File: config.mk
export PLATFORM = sky130hd
export DESIGN_NAME = decode_stage
export DESIGN_NICKNAME = d
export VERILOG_FILES = /design/src/decode_pkg.sv /design/src/decode_stage.sv /design/src/hazard_window.sv /design/src/id_control.sv /design/src/imm_target_gen.sv /design/src/reg_file.sv
export VERILOG_INCLUDE_DIRS = /design/src
export SDC_FILE = /design/constraint.sdc
export NUM_CORES = 2
export LEC_CHECK = 0
export BUFFER_PORTS_ARGS = -buffer_cell sky130_fd_sc_hd__clkbuf_2
export CORE_MARGIN = 2
export CORE_UTILIZATION = 45
export CTS_BUF_LIST = sky130_fd_sc_hd__clkbuf_4
export DETAILED_ROUTE_END_ITERATION = 8
export PLACE_DENSITY_LB_ADDON = 0.3
export RECOVER_POWER = 100
export SLEW_MARGIN = 20
export SYNTH_ARGS = -nofsm -noshare
export SYNTH_HDL_FRONTEND = slang
export SYNTH_HIERARCHICAL = 1
export SYNTH_SLANG_ARGS = --single-unit
File: constraint.sdc
create_clock -name clk -period 5.4 [get_ports clk]
set_input_delay 1.08 -clock clk [delete_from_list [all_inputs] [get_ports clk]]
set_output_delay 1.08 -clock clk [all_outputs]
set_load 0.02 [all_outputs]
File: src/rv_settings.svh
`ifndef RV_SETTINGS_SVH
`define RV_SETTINGS_SVH

// Full 7-bit opcodes
`define OPC_LUI          7'b0110111
`define OPC_AUIPC        7'b0010111
`define OPC_JAL          7'b1101111
`define OPC_JALR         7'b1100111
`define OPC_BRANCH       7'b1100011
`define OPC_STORE        7'b0100011
`define OPC_LOAD         7'b0000011
`define OPC_ARI_RTYPE    7'b0110011
`define OPC_ARI_ITYPE    7'b0010011
`define OPC_CSR          7'b1110011
`define OPC_FP_LOAD      7'b0000111
`define OPC_FP_STORE     7'b0100111
`define OPC_FP           7'b1010011
`define OPC_FP_MADD      7'b1000011

// Opcodes without the two low bits
`define OPC_LUI_5        5'b01101
`define OPC_AUIPC_5      5'b00101
`define OPC_JAL_5        5'b11011
`define OPC_JALR_5       5'b11001
`define OPC_BRANCH_5     5'b11000
`define OPC_STORE_5      5'b01000
`define OPC_LOAD_5       5'b00000
`define OPC_ARI_RTYPE_5  5'b01100
`define OPC_ARI_ITYPE_5  5'b00100
`define OPC_CSR_5        5'b11100
`define OPC_FP_LOAD_5    5'b00001
`define OPC_FP_STORE_5   5'b01001
`define OPC_FP_5         5'b10100
`define OPC_FP_MADD_5    5'b10000

// Branch funct3
`define FNC_BEQ          3'b000
`define FNC_BNE          3'b001
`define FNC_BLT          3'b100
`define FNC_BGE          3'b101
`define FNC_BLTU         3'b110
`define FNC_BGEU         3'b111

// CSR funct3
`define FNC_CSRRW        3'b001

// FP funct7 and funct4
`define FNC7_FP_ADD      7'b0000000
`define FNC7_FP_FSGNJ_S  7'b0010000
`define FNC7_FP_MV_X_W   7'b1110000
`define FNC7_FP_MV_W_X   7'b1111000
`define FNC7_FP_CVT_S_W  7'b1101000
`define FNC4_FP_ADD      4'b0000
`define FNC4_FP_FSGNJ_S  4'b0010
`define FNC4_FP_MV_X_W   4'b1110
`define FNC4_FP_MV_W_X   4'b1111
`define FNC4_FP_CVT_S_W  4'b1101

// Immediate formats
`define IMM_I            3'd0
`define IMM_S            3'd1
`define IMM_B            3'd2
`define IMM_J            3'd3
`define IMM_U            3'd4
`define IMM_DONT_CARE    3'd7

// Target sources
`define TGT_GEN_BR        1'b0
`define TGT_GEN_JAL       1'b1
`define TGT_GEN_DONT_CARE 1'b0

// ADDI x0, x0, 0
`define NOP_INST         32'h0000_0013

`endif

File: src/decode_pkg.sv
package decode_pkg;

    // Raw instruction word
    typedef logic [31:0] inst_t;

    // Packet from fetch
    typedef struct packed {
        logic [31:0] pc;
        inst_t       inst;
    } fetch_t;

    // One register file write
    typedef struct packed {
        logic        en;
        logic [4:0]  addr;
        logic [31:0] data;
    } wb_t;

    // Bundle handed to execute
    typedef struct packed {
        logic [31:0] pc;
        inst_t       inst;
        logic [31:0] imm;
        // Integer operands
        logic [31:0] rs1_val;
        logic [31:0] rs2_val;
        // FP operands
        logic [31:0] fs1_val;
        logic [31:0] fs2_val;
        logic [31:0] fs3_val;
        // Branch or JAL destination
        logic [31:0] target;
        logic        target_valid;
    } decoded_t;

endpackage

File: src/decode_stage.sv
module decode_stage (
    input  logic                 clk,
    input  logic                 rst,
    input  logic                 in_valid,
    input  decode_pkg::fetch_t   in,
    output logic                 in_ready,
    output logic                 out_valid,
    input  logic                 out_ready,
    output decode_pkg::decoded_t out,
    input  decode_pkg::wb_t      int_wb,
    input  decode_pkg::wb_t      fp_wb
);
    import decode_pkg::*;

    inst_t       ex_inst;
    inst_t       mem_inst;
    logic [2:0]  imm_sel;
    logic        target_gen_sel;
    logic        target_gen_en;
    logic        stall;
    logic [31:0] imm;
    logic [31:0] target;
    logic        target_valid;
    logic        issue;
    logic        advance;
    logic [4:0]  int_raddr [2];
    logic [31:0] int_rdata [2];
    logic [4:0]  fp_raddr  [3];
    logic [31:0] fp_rdata  [3];

    // Handshake gating
    assign out_valid = in_valid && !stall;
    assign in_ready  = out_ready && !stall;
    assign issue     = in_valid && in_ready;
    assign advance   = out_ready;

    id_control u_id_control (
        .inst           (in.inst),
        .ex_inst        (ex_inst),
        .mem_inst       (mem_inst),
        .imm_sel        (imm_sel),
        .target_gen_sel (target_gen_sel),
        .target_gen_en  (target_gen_en),
        .stall          (stall)
    );

    imm_target_gen u_imm_target_gen (
        .inst           (in.inst),
        .pc             (in.pc),
        .imm_sel        (imm_sel),
        .target_gen_sel (target_gen_sel),
        .target_gen_en  (target_gen_en),
        .imm            (imm),
        .target         (target),
        .target_valid   (target_valid)
    );

    hazard_window u_hazard_window (
        .clk        (clk),
        .rst        (rst),
        .issue      (issue),
        .issue_inst (in.inst),
        .advance    (advance),
        .ex_inst    (ex_inst),
        .mem_inst   (mem_inst)
    );

    // rs1 and rs2 fields, plus rs3 for FMADD
    assign int_raddr[0] = in.inst[19:15];
    assign int_raddr[1] = in.inst[24:20];
    assign fp_raddr[0]  = in.inst[19:15];
    assign fp_raddr[1]  = in.inst[24:20];
    assign fp_raddr[2]  = in.inst[31:27];

    reg_file #(
        .NUM_READ (2),
        .ZERO_REG (1'b1)
    ) int_rf (
        .clk   (clk),
        .rst   (rst),
        .wb    (int_wb),
        .raddr (int_raddr),
        .rdata (int_rdata)
    );

    reg_file #(
        .NUM_READ (3),
        .ZERO_REG (1'b0)
    ) fp_rf (
        .clk   (clk),
        .rst   (rst),
        .wb    (fp_wb),
        .raddr (fp_raddr),
        .rdata (fp_rdata)
    );

    assign out = '{
        pc:           in.pc,
        inst:         in.inst,
        imm:          imm,
        rs1_val:      int_rdata[0],
        rs2_val:      int_rdata[1],
        fs1_val:      fp_rdata[0],
        fs2_val:      fp_rdata[1],
        fs3_val:      fp_rdata[2],
        target:       target,
        target_valid: target_valid
    };

endmodule

File: src/hazard_window.sv
`include "rv_settings.svh"

module hazard_window (
    input  logic              clk,
    input  logic              rst,
    input  logic              issue,
    input  decode_pkg::inst_t issue_inst,
    input  logic              advance,
    output decode_pkg::inst_t ex_inst,
    output decode_pkg::inst_t mem_inst
);

    // Two-deep record of the words ahead of decode
    always_ff @(posedge clk) begin
        if (rst) begin
            ex_inst  <= `NOP_INST;
            mem_inst <= `NOP_INST;
        end else if (advance) begin
            // Bubble when decode had nothing to send
            if (issue) begin
                ex_inst <= issue_inst;
            end else begin
                ex_inst <= `NOP_INST;
            end
            mem_inst <= ex_inst;
        end
    end

endmodule

File: src/id_control.sv
`include "rv_settings.svh"

module id_control (
    input  decode_pkg::inst_t inst,
    input  decode_pkg::inst_t ex_inst,
    input  decode_pkg::inst_t mem_inst,
    output logic [2:0]        imm_sel,
    output logic              target_gen_sel,
    output logic              target_gen_en,
    output logic              stall
);
    import decode_pkg::*;

    // Writes an integer destination
    function automatic logic writes_rd(inst_t i);
        logic [6:0] op;
        op = i[6:0];
        return op != `OPC_STORE && op != `OPC_BRANCH && op != `OPC_CSR &&
               op != `OPC_FP_LOAD && op != `OPC_FP_STORE && op != `OPC_FP_MADD &&
               (op != `OPC_FP || i[31:25] == `FNC7_FP_MV_X_W);
    endfunction

    // Writes an FP destination
    function automatic logic writes_fd(inst_t i);
        logic [6:0] op;
        op = i[6:0];
        return op == `OPC_FP_LOAD || op == `OPC_FP_MADD ||
               (op == `OPC_FP && i[31:25] != `FNC7_FP_MV_X_W);
    endfunction

    function automatic logic is_load(inst_t i);
        return i[6:2] == `OPC_LOAD_5 || i[6:2] == `OPC_FP_LOAD_5;
    endfunction

    logic [6:0] opcode;
    logic [2:0] funct3;
    logic [6:0] funct7;
    logic [4:0] rs1, rs2, fs3;
    logic       has_rs1, has_rs2, has_fs1, has_fs2, has_fs3;
    logic       is_store;
    logic [4:0] ex_rd, mem_rd;
    logic       ex_has_rd, ex_has_fd, mem_has_rd, mem_has_fd;
    logic       ex_load;
    logic       ex_int_hit, ex_fp_hit, mem_int_hit, mem_fp_hit;

    assign opcode = inst[6:0];
    assign funct3 = inst[14:12];
    assign funct7 = inst[31:25];

    // fs1 and fs2 share the rs1 and rs2 fields
    assign rs1 = inst[19:15];
    assign rs2 = inst[24:20];
    assign fs3 = inst[31:27];

    // Source usage of the word in decode
    assign has_rs1 = opcode != `OPC_AUIPC && opcode != `OPC_LUI && opcode != `OPC_JAL &&
                     (opcode != `OPC_CSR || funct3 == `FNC_CSRRW) &&
                     opcode != `OPC_FP_MADD &&
                     (opcode != `OPC_FP || funct7 == `FNC7_FP_MV_W_X ||
                      funct7 == `FNC7_FP_CVT_S_W) &&
                     rs1 != 5'd0;
    assign has_rs2 = (opcode == `OPC_ARI_RTYPE || opcode == `OPC_STORE ||
                      opcode == `OPC_BRANCH) && rs2 != 5'd0;
    assign has_fs1 = opcode == `OPC_FP_MADD ||
                     (opcode == `OPC_FP && (funct7 == `FNC7_FP_MV_X_W ||
                      funct7 == `FNC7_FP_FSGNJ_S || funct7 == `FNC7_FP_ADD));
    assign has_fs2 = opcode == `OPC_FP_STORE || opcode == `OPC_FP_MADD ||
                     (opcode == `OPC_FP && (funct7 == `FNC7_FP_FSGNJ_S ||
                      funct7 == `FNC7_FP_ADD));
    assign has_fs3 = opcode == `OPC_FP_MADD;
    assign is_store = opcode == `OPC_STORE || opcode == `OPC_FP_STORE;

    // Destinations of the words further down the pipe
    assign ex_rd      = ex_inst[11:7];
    assign mem_rd     = mem_inst[11:7];
    assign ex_has_rd  = writes_rd(ex_inst);
    assign ex_has_fd  = writes_fd(ex_inst);
    assign mem_has_rd = writes_rd(mem_inst);
    assign mem_has_fd = writes_fd(mem_inst);
    assign ex_load    = is_load(ex_inst);

    assign ex_int_hit  = (has_rs1 && rs1 == ex_rd) || (has_rs2 && rs2 == ex_rd);
    assign ex_fp_hit   = (has_fs1 && rs1 == ex_rd) || (has_fs2 && rs2 == ex_rd) ||
                         (has_fs3 && fs3 == ex_rd);
    assign mem_int_hit = (has_rs1 && rs1 == mem_rd) || (has_rs2 && rs2 == mem_rd);
    assign mem_fp_hit  = (has_fs1 && rs1 == mem_rd) || (has_fs2 && rs2 == mem_rd) ||
                         (has_fs3 && fs3 == mem_rd);

    // Loads in ex and all producers in mem hold decode since nothing bypasses writeback
    always_comb begin
        stall = 1'b0;
        // Load in ex feeding an ALU op
        if (!is_store && ex_load && ex_has_rd && ex_int_hit) begin
            stall = 1'b1;
        end
        // Load in ex feeding an FPU op
        if (ex_load && ex_has_fd && ex_fp_hit) begin
            stall = 1'b1;
        end
        // Store base from a load in ex
        if (is_store && ex_load && ex_has_rd && has_rs1 && rs1 == ex_rd) begin
            stall = 1'b1;
        end
        // Any producer sitting in mem
        if (mem_has_rd && mem_int_hit) begin
            stall = 1'b1;
        end
        if (mem_has_fd && mem_fp_hit) begin
            stall = 1'b1;
        end
    end

    // Immediate format and target source
    always_comb begin
        imm_sel        = `IMM_DONT_CARE;
        target_gen_sel = `TGT_GEN_DONT_CARE;
        target_gen_en  = 1'b0;
        case (inst[6:2])
            `OPC_ARI_ITYPE_5, `OPC_LOAD_5, `OPC_JALR_5, `OPC_FP_LOAD_5: begin
                imm_sel = `IMM_I;
            end
            `OPC_STORE_5, `OPC_FP_STORE_5: begin
                imm_sel = `IMM_S;
            end
            `OPC_BRANCH_5: begin
                case (funct3)
                    `FNC_BEQ, `FNC_BNE, `FNC_BLT, `FNC_BGE, `FNC_BLTU, `FNC_BGEU: begin
                        imm_sel        = `IMM_B;
                        target_gen_sel = `TGT_GEN_BR;
                        target_gen_en  = 1'b1;
                    end
                    default: ;
                endcase
            end
            `OPC_JAL_5: begin
                imm_sel        = `IMM_J;
                target_gen_sel = `TGT_GEN_JAL;
                target_gen_en  = 1'b1;
            end
            `OPC_LUI_5, `OPC_AUIPC_5: begin
                imm_sel = `IMM_U;
            end
            // R-type, CSR and FP arithmetic carry no immediate
            default: ;
        endcase
    end

endmodule

File: src/imm_target_gen.sv
`include "rv_settings.svh"

module imm_target_gen (
    input  decode_pkg::inst_t inst,
    input  logic [31:0]       pc,
    input  logic [2:0]        imm_sel,
    input  logic              target_gen_sel,
    input  logic              target_gen_en,
    output logic [31:0]       imm,
    output logic [31:0]       target,
    output logic              target_valid
);

    logic [31:0] imm_b;
    logic [31:0] imm_j;

    // Branch and JAL offsets feed the target adder directly
    assign imm_b = {{19{inst[31]}}, inst[31], inst[7], inst[30:25], inst[11:8], 1'b0};
    assign imm_j = {{11{inst[31]}}, inst[31], inst[19:12], inst[20], inst[30:21], 1'b0};

    always_comb begin
        case (imm_sel)
            `IMM_I:  imm = {{20{inst[31]}}, inst[31:20]};
            `IMM_S:  imm = {{20{inst[31]}}, inst[31:25], inst[11:7]};
            `IMM_B:  imm = imm_b;
            `IMM_J:  imm = imm_j;
            `IMM_U:  imm = {inst[31:12], 12'b0};
            default: imm = 32'b0;
        endcase
    end

    always_comb begin
        target = 32'b0;
        if (target_gen_en) begin
            if (target_gen_sel == `TGT_GEN_JAL) begin
                target = pc + imm_j;
            end else begin
                target = pc + imm_b;
            end
        end
    end

    assign target_valid = target_gen_en;

endmodule

File: src/reg_file.sv
module reg_file #(
    parameter int NUM_READ = 2,
    // Register 0 reads as zero when set
    parameter bit ZERO_REG = 1'b1
) (
    input  logic              clk,
    input  logic              rst,
    input  decode_pkg::wb_t   wb,
    input  logic [4:0]        raddr [NUM_READ],
    output logic [31:0]       rdata [NUM_READ]
);

    logic [31:0] regs [32];
    logic        wr_ok;

    // Drop writes to the hardwired zero register
    assign wr_ok = wb.en && !(ZERO_REG && wb.addr == 5'd0);

    always_ff @(posedge clk) begin
        if (rst) begin
            for (int i = 0; i < 32; i++) begin
                regs[i] <= 32'b0;
            end
        end else if (wr_ok) begin
            regs[wb.addr] <= wb.data;
        end
    end

    // Reads see the array as it stands, no write bypass
    for (genvar g = 0; g < NUM_READ; g++) begin : g_read
        assign rdata[g] = regs[raddr[g]];
    end

endmodule

==> results.py <==
metrics = {
    "outcome": {
        "status": "finished, violations left",
        "violations": "capacitance limit, slew limit, setup timing",
    },
    "sta": {
        "worst_slew_pin_slew_ps": 3264,
        "min_period_ps": 5596,
        "rsz0062_at_grt": "yes",
        "hold_viol": 0,
        "final.setup.tns_ps": -7416,
        "drv_slew": 3008,
        "relSlewSlack": -1.176,
        "setup_viol": 107,
        "period_share": 1.036,
        "fmax_mhz": 178.7,
        "finClkSkew_ps": 12.89,
        "setup_ws_ps": -195.7,
    },
    "clock_tree": {
        "hold_buffers": 0,
        "clkSlewWorstSetupHoldPaths_ps": 60,
        "cts_tree": "done",
        "htreeDepth": 6,
        "cts-root-buf": "clkbuf_4",
        "cts_made_buffers": 579,
        "clock_latency_ps": 1330,
        "ctsLongestPathBuffers": 4,
        "cts.sinks": 2086,
    },
    "die": {
        "design.die.area_um2": 285400,
        "rows": 194,
        "coreArea_um2": 279600,
        "die_w_um": 534.2,
        "io_pins": 435,
        "die_y_um": 534.2,
        "start_util": 0.4525,
    },
    "setup_path": {
        "startpoint": "rst",
        "ff2ff_path_depth": 8,
        "cp-end-kind": "flip-flop",
        "worstSetupStartpointType": "primary input",
        "worstPathMaxFanout": 33,
        "r2r-end": "u_hazard_window/ex_inst[9]",
        "critPathRequiredTime_ps": 6360,
        "worstReg2RegStart": "u_hazard_window/ex_inst[26]",
        "worstPathArrival_ps": 6550,
        "r2r_slack_ps": 2170,
        "path_class": "in2reg",
    },
    "yosys": {
        "synth_warnings": 6,
        "postSynthAreaPerCell_um2": 11.38,
        "syn_area_um2": 126500,
        "syn_inst": 11114,
    },
    "detailed_routing": {
        "wl_per_cell_um": 29.92,
        "vias": 99224,
        "postRouteAntennaNets": 0,
        "routed_wl_mm": 468.0,
        "viasPerCell": 6.343,
        "drtIter0Drc": 12453,
        "drc": 0,
        "drt_pre_antenna_iters": 7,
    },
    "finish": {
        "final_area_um2": 138700,
        "nNetsFinal": 11676,
        "nFillCells": 24978,
        "area_growth_pct": 9.637,
        "final_common_cell": "mux2i_1",
        "layout-drive-gt1-share": 0.1382,
        "mostFrequentLayoutCells": "mux2i_1 (2,582), edfxtp_1 (2,048), and2_0 (1,100)",
        "fin_util": 0.4961,
        "fin_cells": 15642,
    },
    "placed_design": {
        "gp_congestion": 0.9537,
        "place_inst": 14631,
        "placed_area_um2": 132000,
        "pre_cts_ws_ps": -385.0,
        "hpwl_mm": 284.1,
        "numPortBuffers": 434,
    },
    "global_route": {
        "grt_pass1_wl_mm": 663.9,
        "grt_max_degree": 148,
        "grt_usage": 0.3136,
        "antenna_found_initial": 57,
        "grt_pass1_vias": 98586,
        "grt_overflow": 0,
    },
    "worst_hold_path": {
        "hold-path-endpoint": "u_hazard_window/ex_inst[0]",
        "hold_class": "in2reg",
        "hold_start": "in[0]",
        "holdPathStages": 3,
    },
    "power_and_ir_drop": {
        "power.density_nw_per_um2": 289.0,
        "leakagePower_nw": 54.61,
        "vdd_drop_max_mv": 0.2100,
    },
    "job": {
        "drv_cap": 110,
    },
}
flip-flops by register name, indices dropped and copies added (netlist names):
signal / cells
u_hazard_window/mem_inst: 19
u_hazard_window/ex_inst: 19
int_rf/regs: 1024
fp_rf/regs: 1024
report_power, final:
part	switching [W]	total [W]	internal (W)
Sequential	0.000584	0.0193	0.0187
Clock	0.00690	0.0144	0.00752
Combinational	0.00428	0.00640	0.00212
how the worst max path moves through the flow:
stage | end | slack [ps]
CTS | out[25] | 6
finish | fp_rf/regs[11][25] | -200
detailed placement | out[28] | -380
global placement | out[28] | -510
global route | out[25] | -80
floorplan | out[26] | 10
what timing repair did:
action	4_1_cts	5_1_grt
setup endpoints to repair	17	15
pin swaps	21	35
buffers inserted	4	7
resized for setup	41	52
cloned	0	1
per-stage QoR:
| step | total power (W) | hold slack [ps] |
|---|---|---|
| floorplan | 0.02331 | 450.0 |
| global placement | 0.02560 | 465.4 |
| detailed placement | 0.02578 | 473.2 |
| CTS | 0.04011 | 18.58 |
| global route | 0.04140 | 110.7 |
| finish | 0.04009 | 136.8 |
worst max-delay path, cell delays in order:
cell	delay (ps)
clkbuf_1	560
and2b_1	440
nand3_1	490
nor2_4	210
clkbuf_1	1770
or2_1	1360
clkbuf_4	570
area by class of cell:
class                      count  area, um^2  share of cell area
antenna                       35       87.58           0.0006314
clock inverter               134       842.1            0.006071
timing repair buffer         910        5974             0.04307
tap                         3724        4659             0.03359
clock buffer                 829        6223             0.04487
inverter                      13       48.80           0.0003518
sequential                  2086       62260              0.4488
multi-input combinational   7911       58620              0.4226
per-layer routing:
metal | GRT usage | wire length [um]
met5 | 0 | 226
met3 | 0.06729 | 50970
met2 | 0.5036 | 214800
met4 | 0.1542 | 24050
met1 | 0.4013 | 177900
No activity file was read; power rests on OpenSTA's default activity.
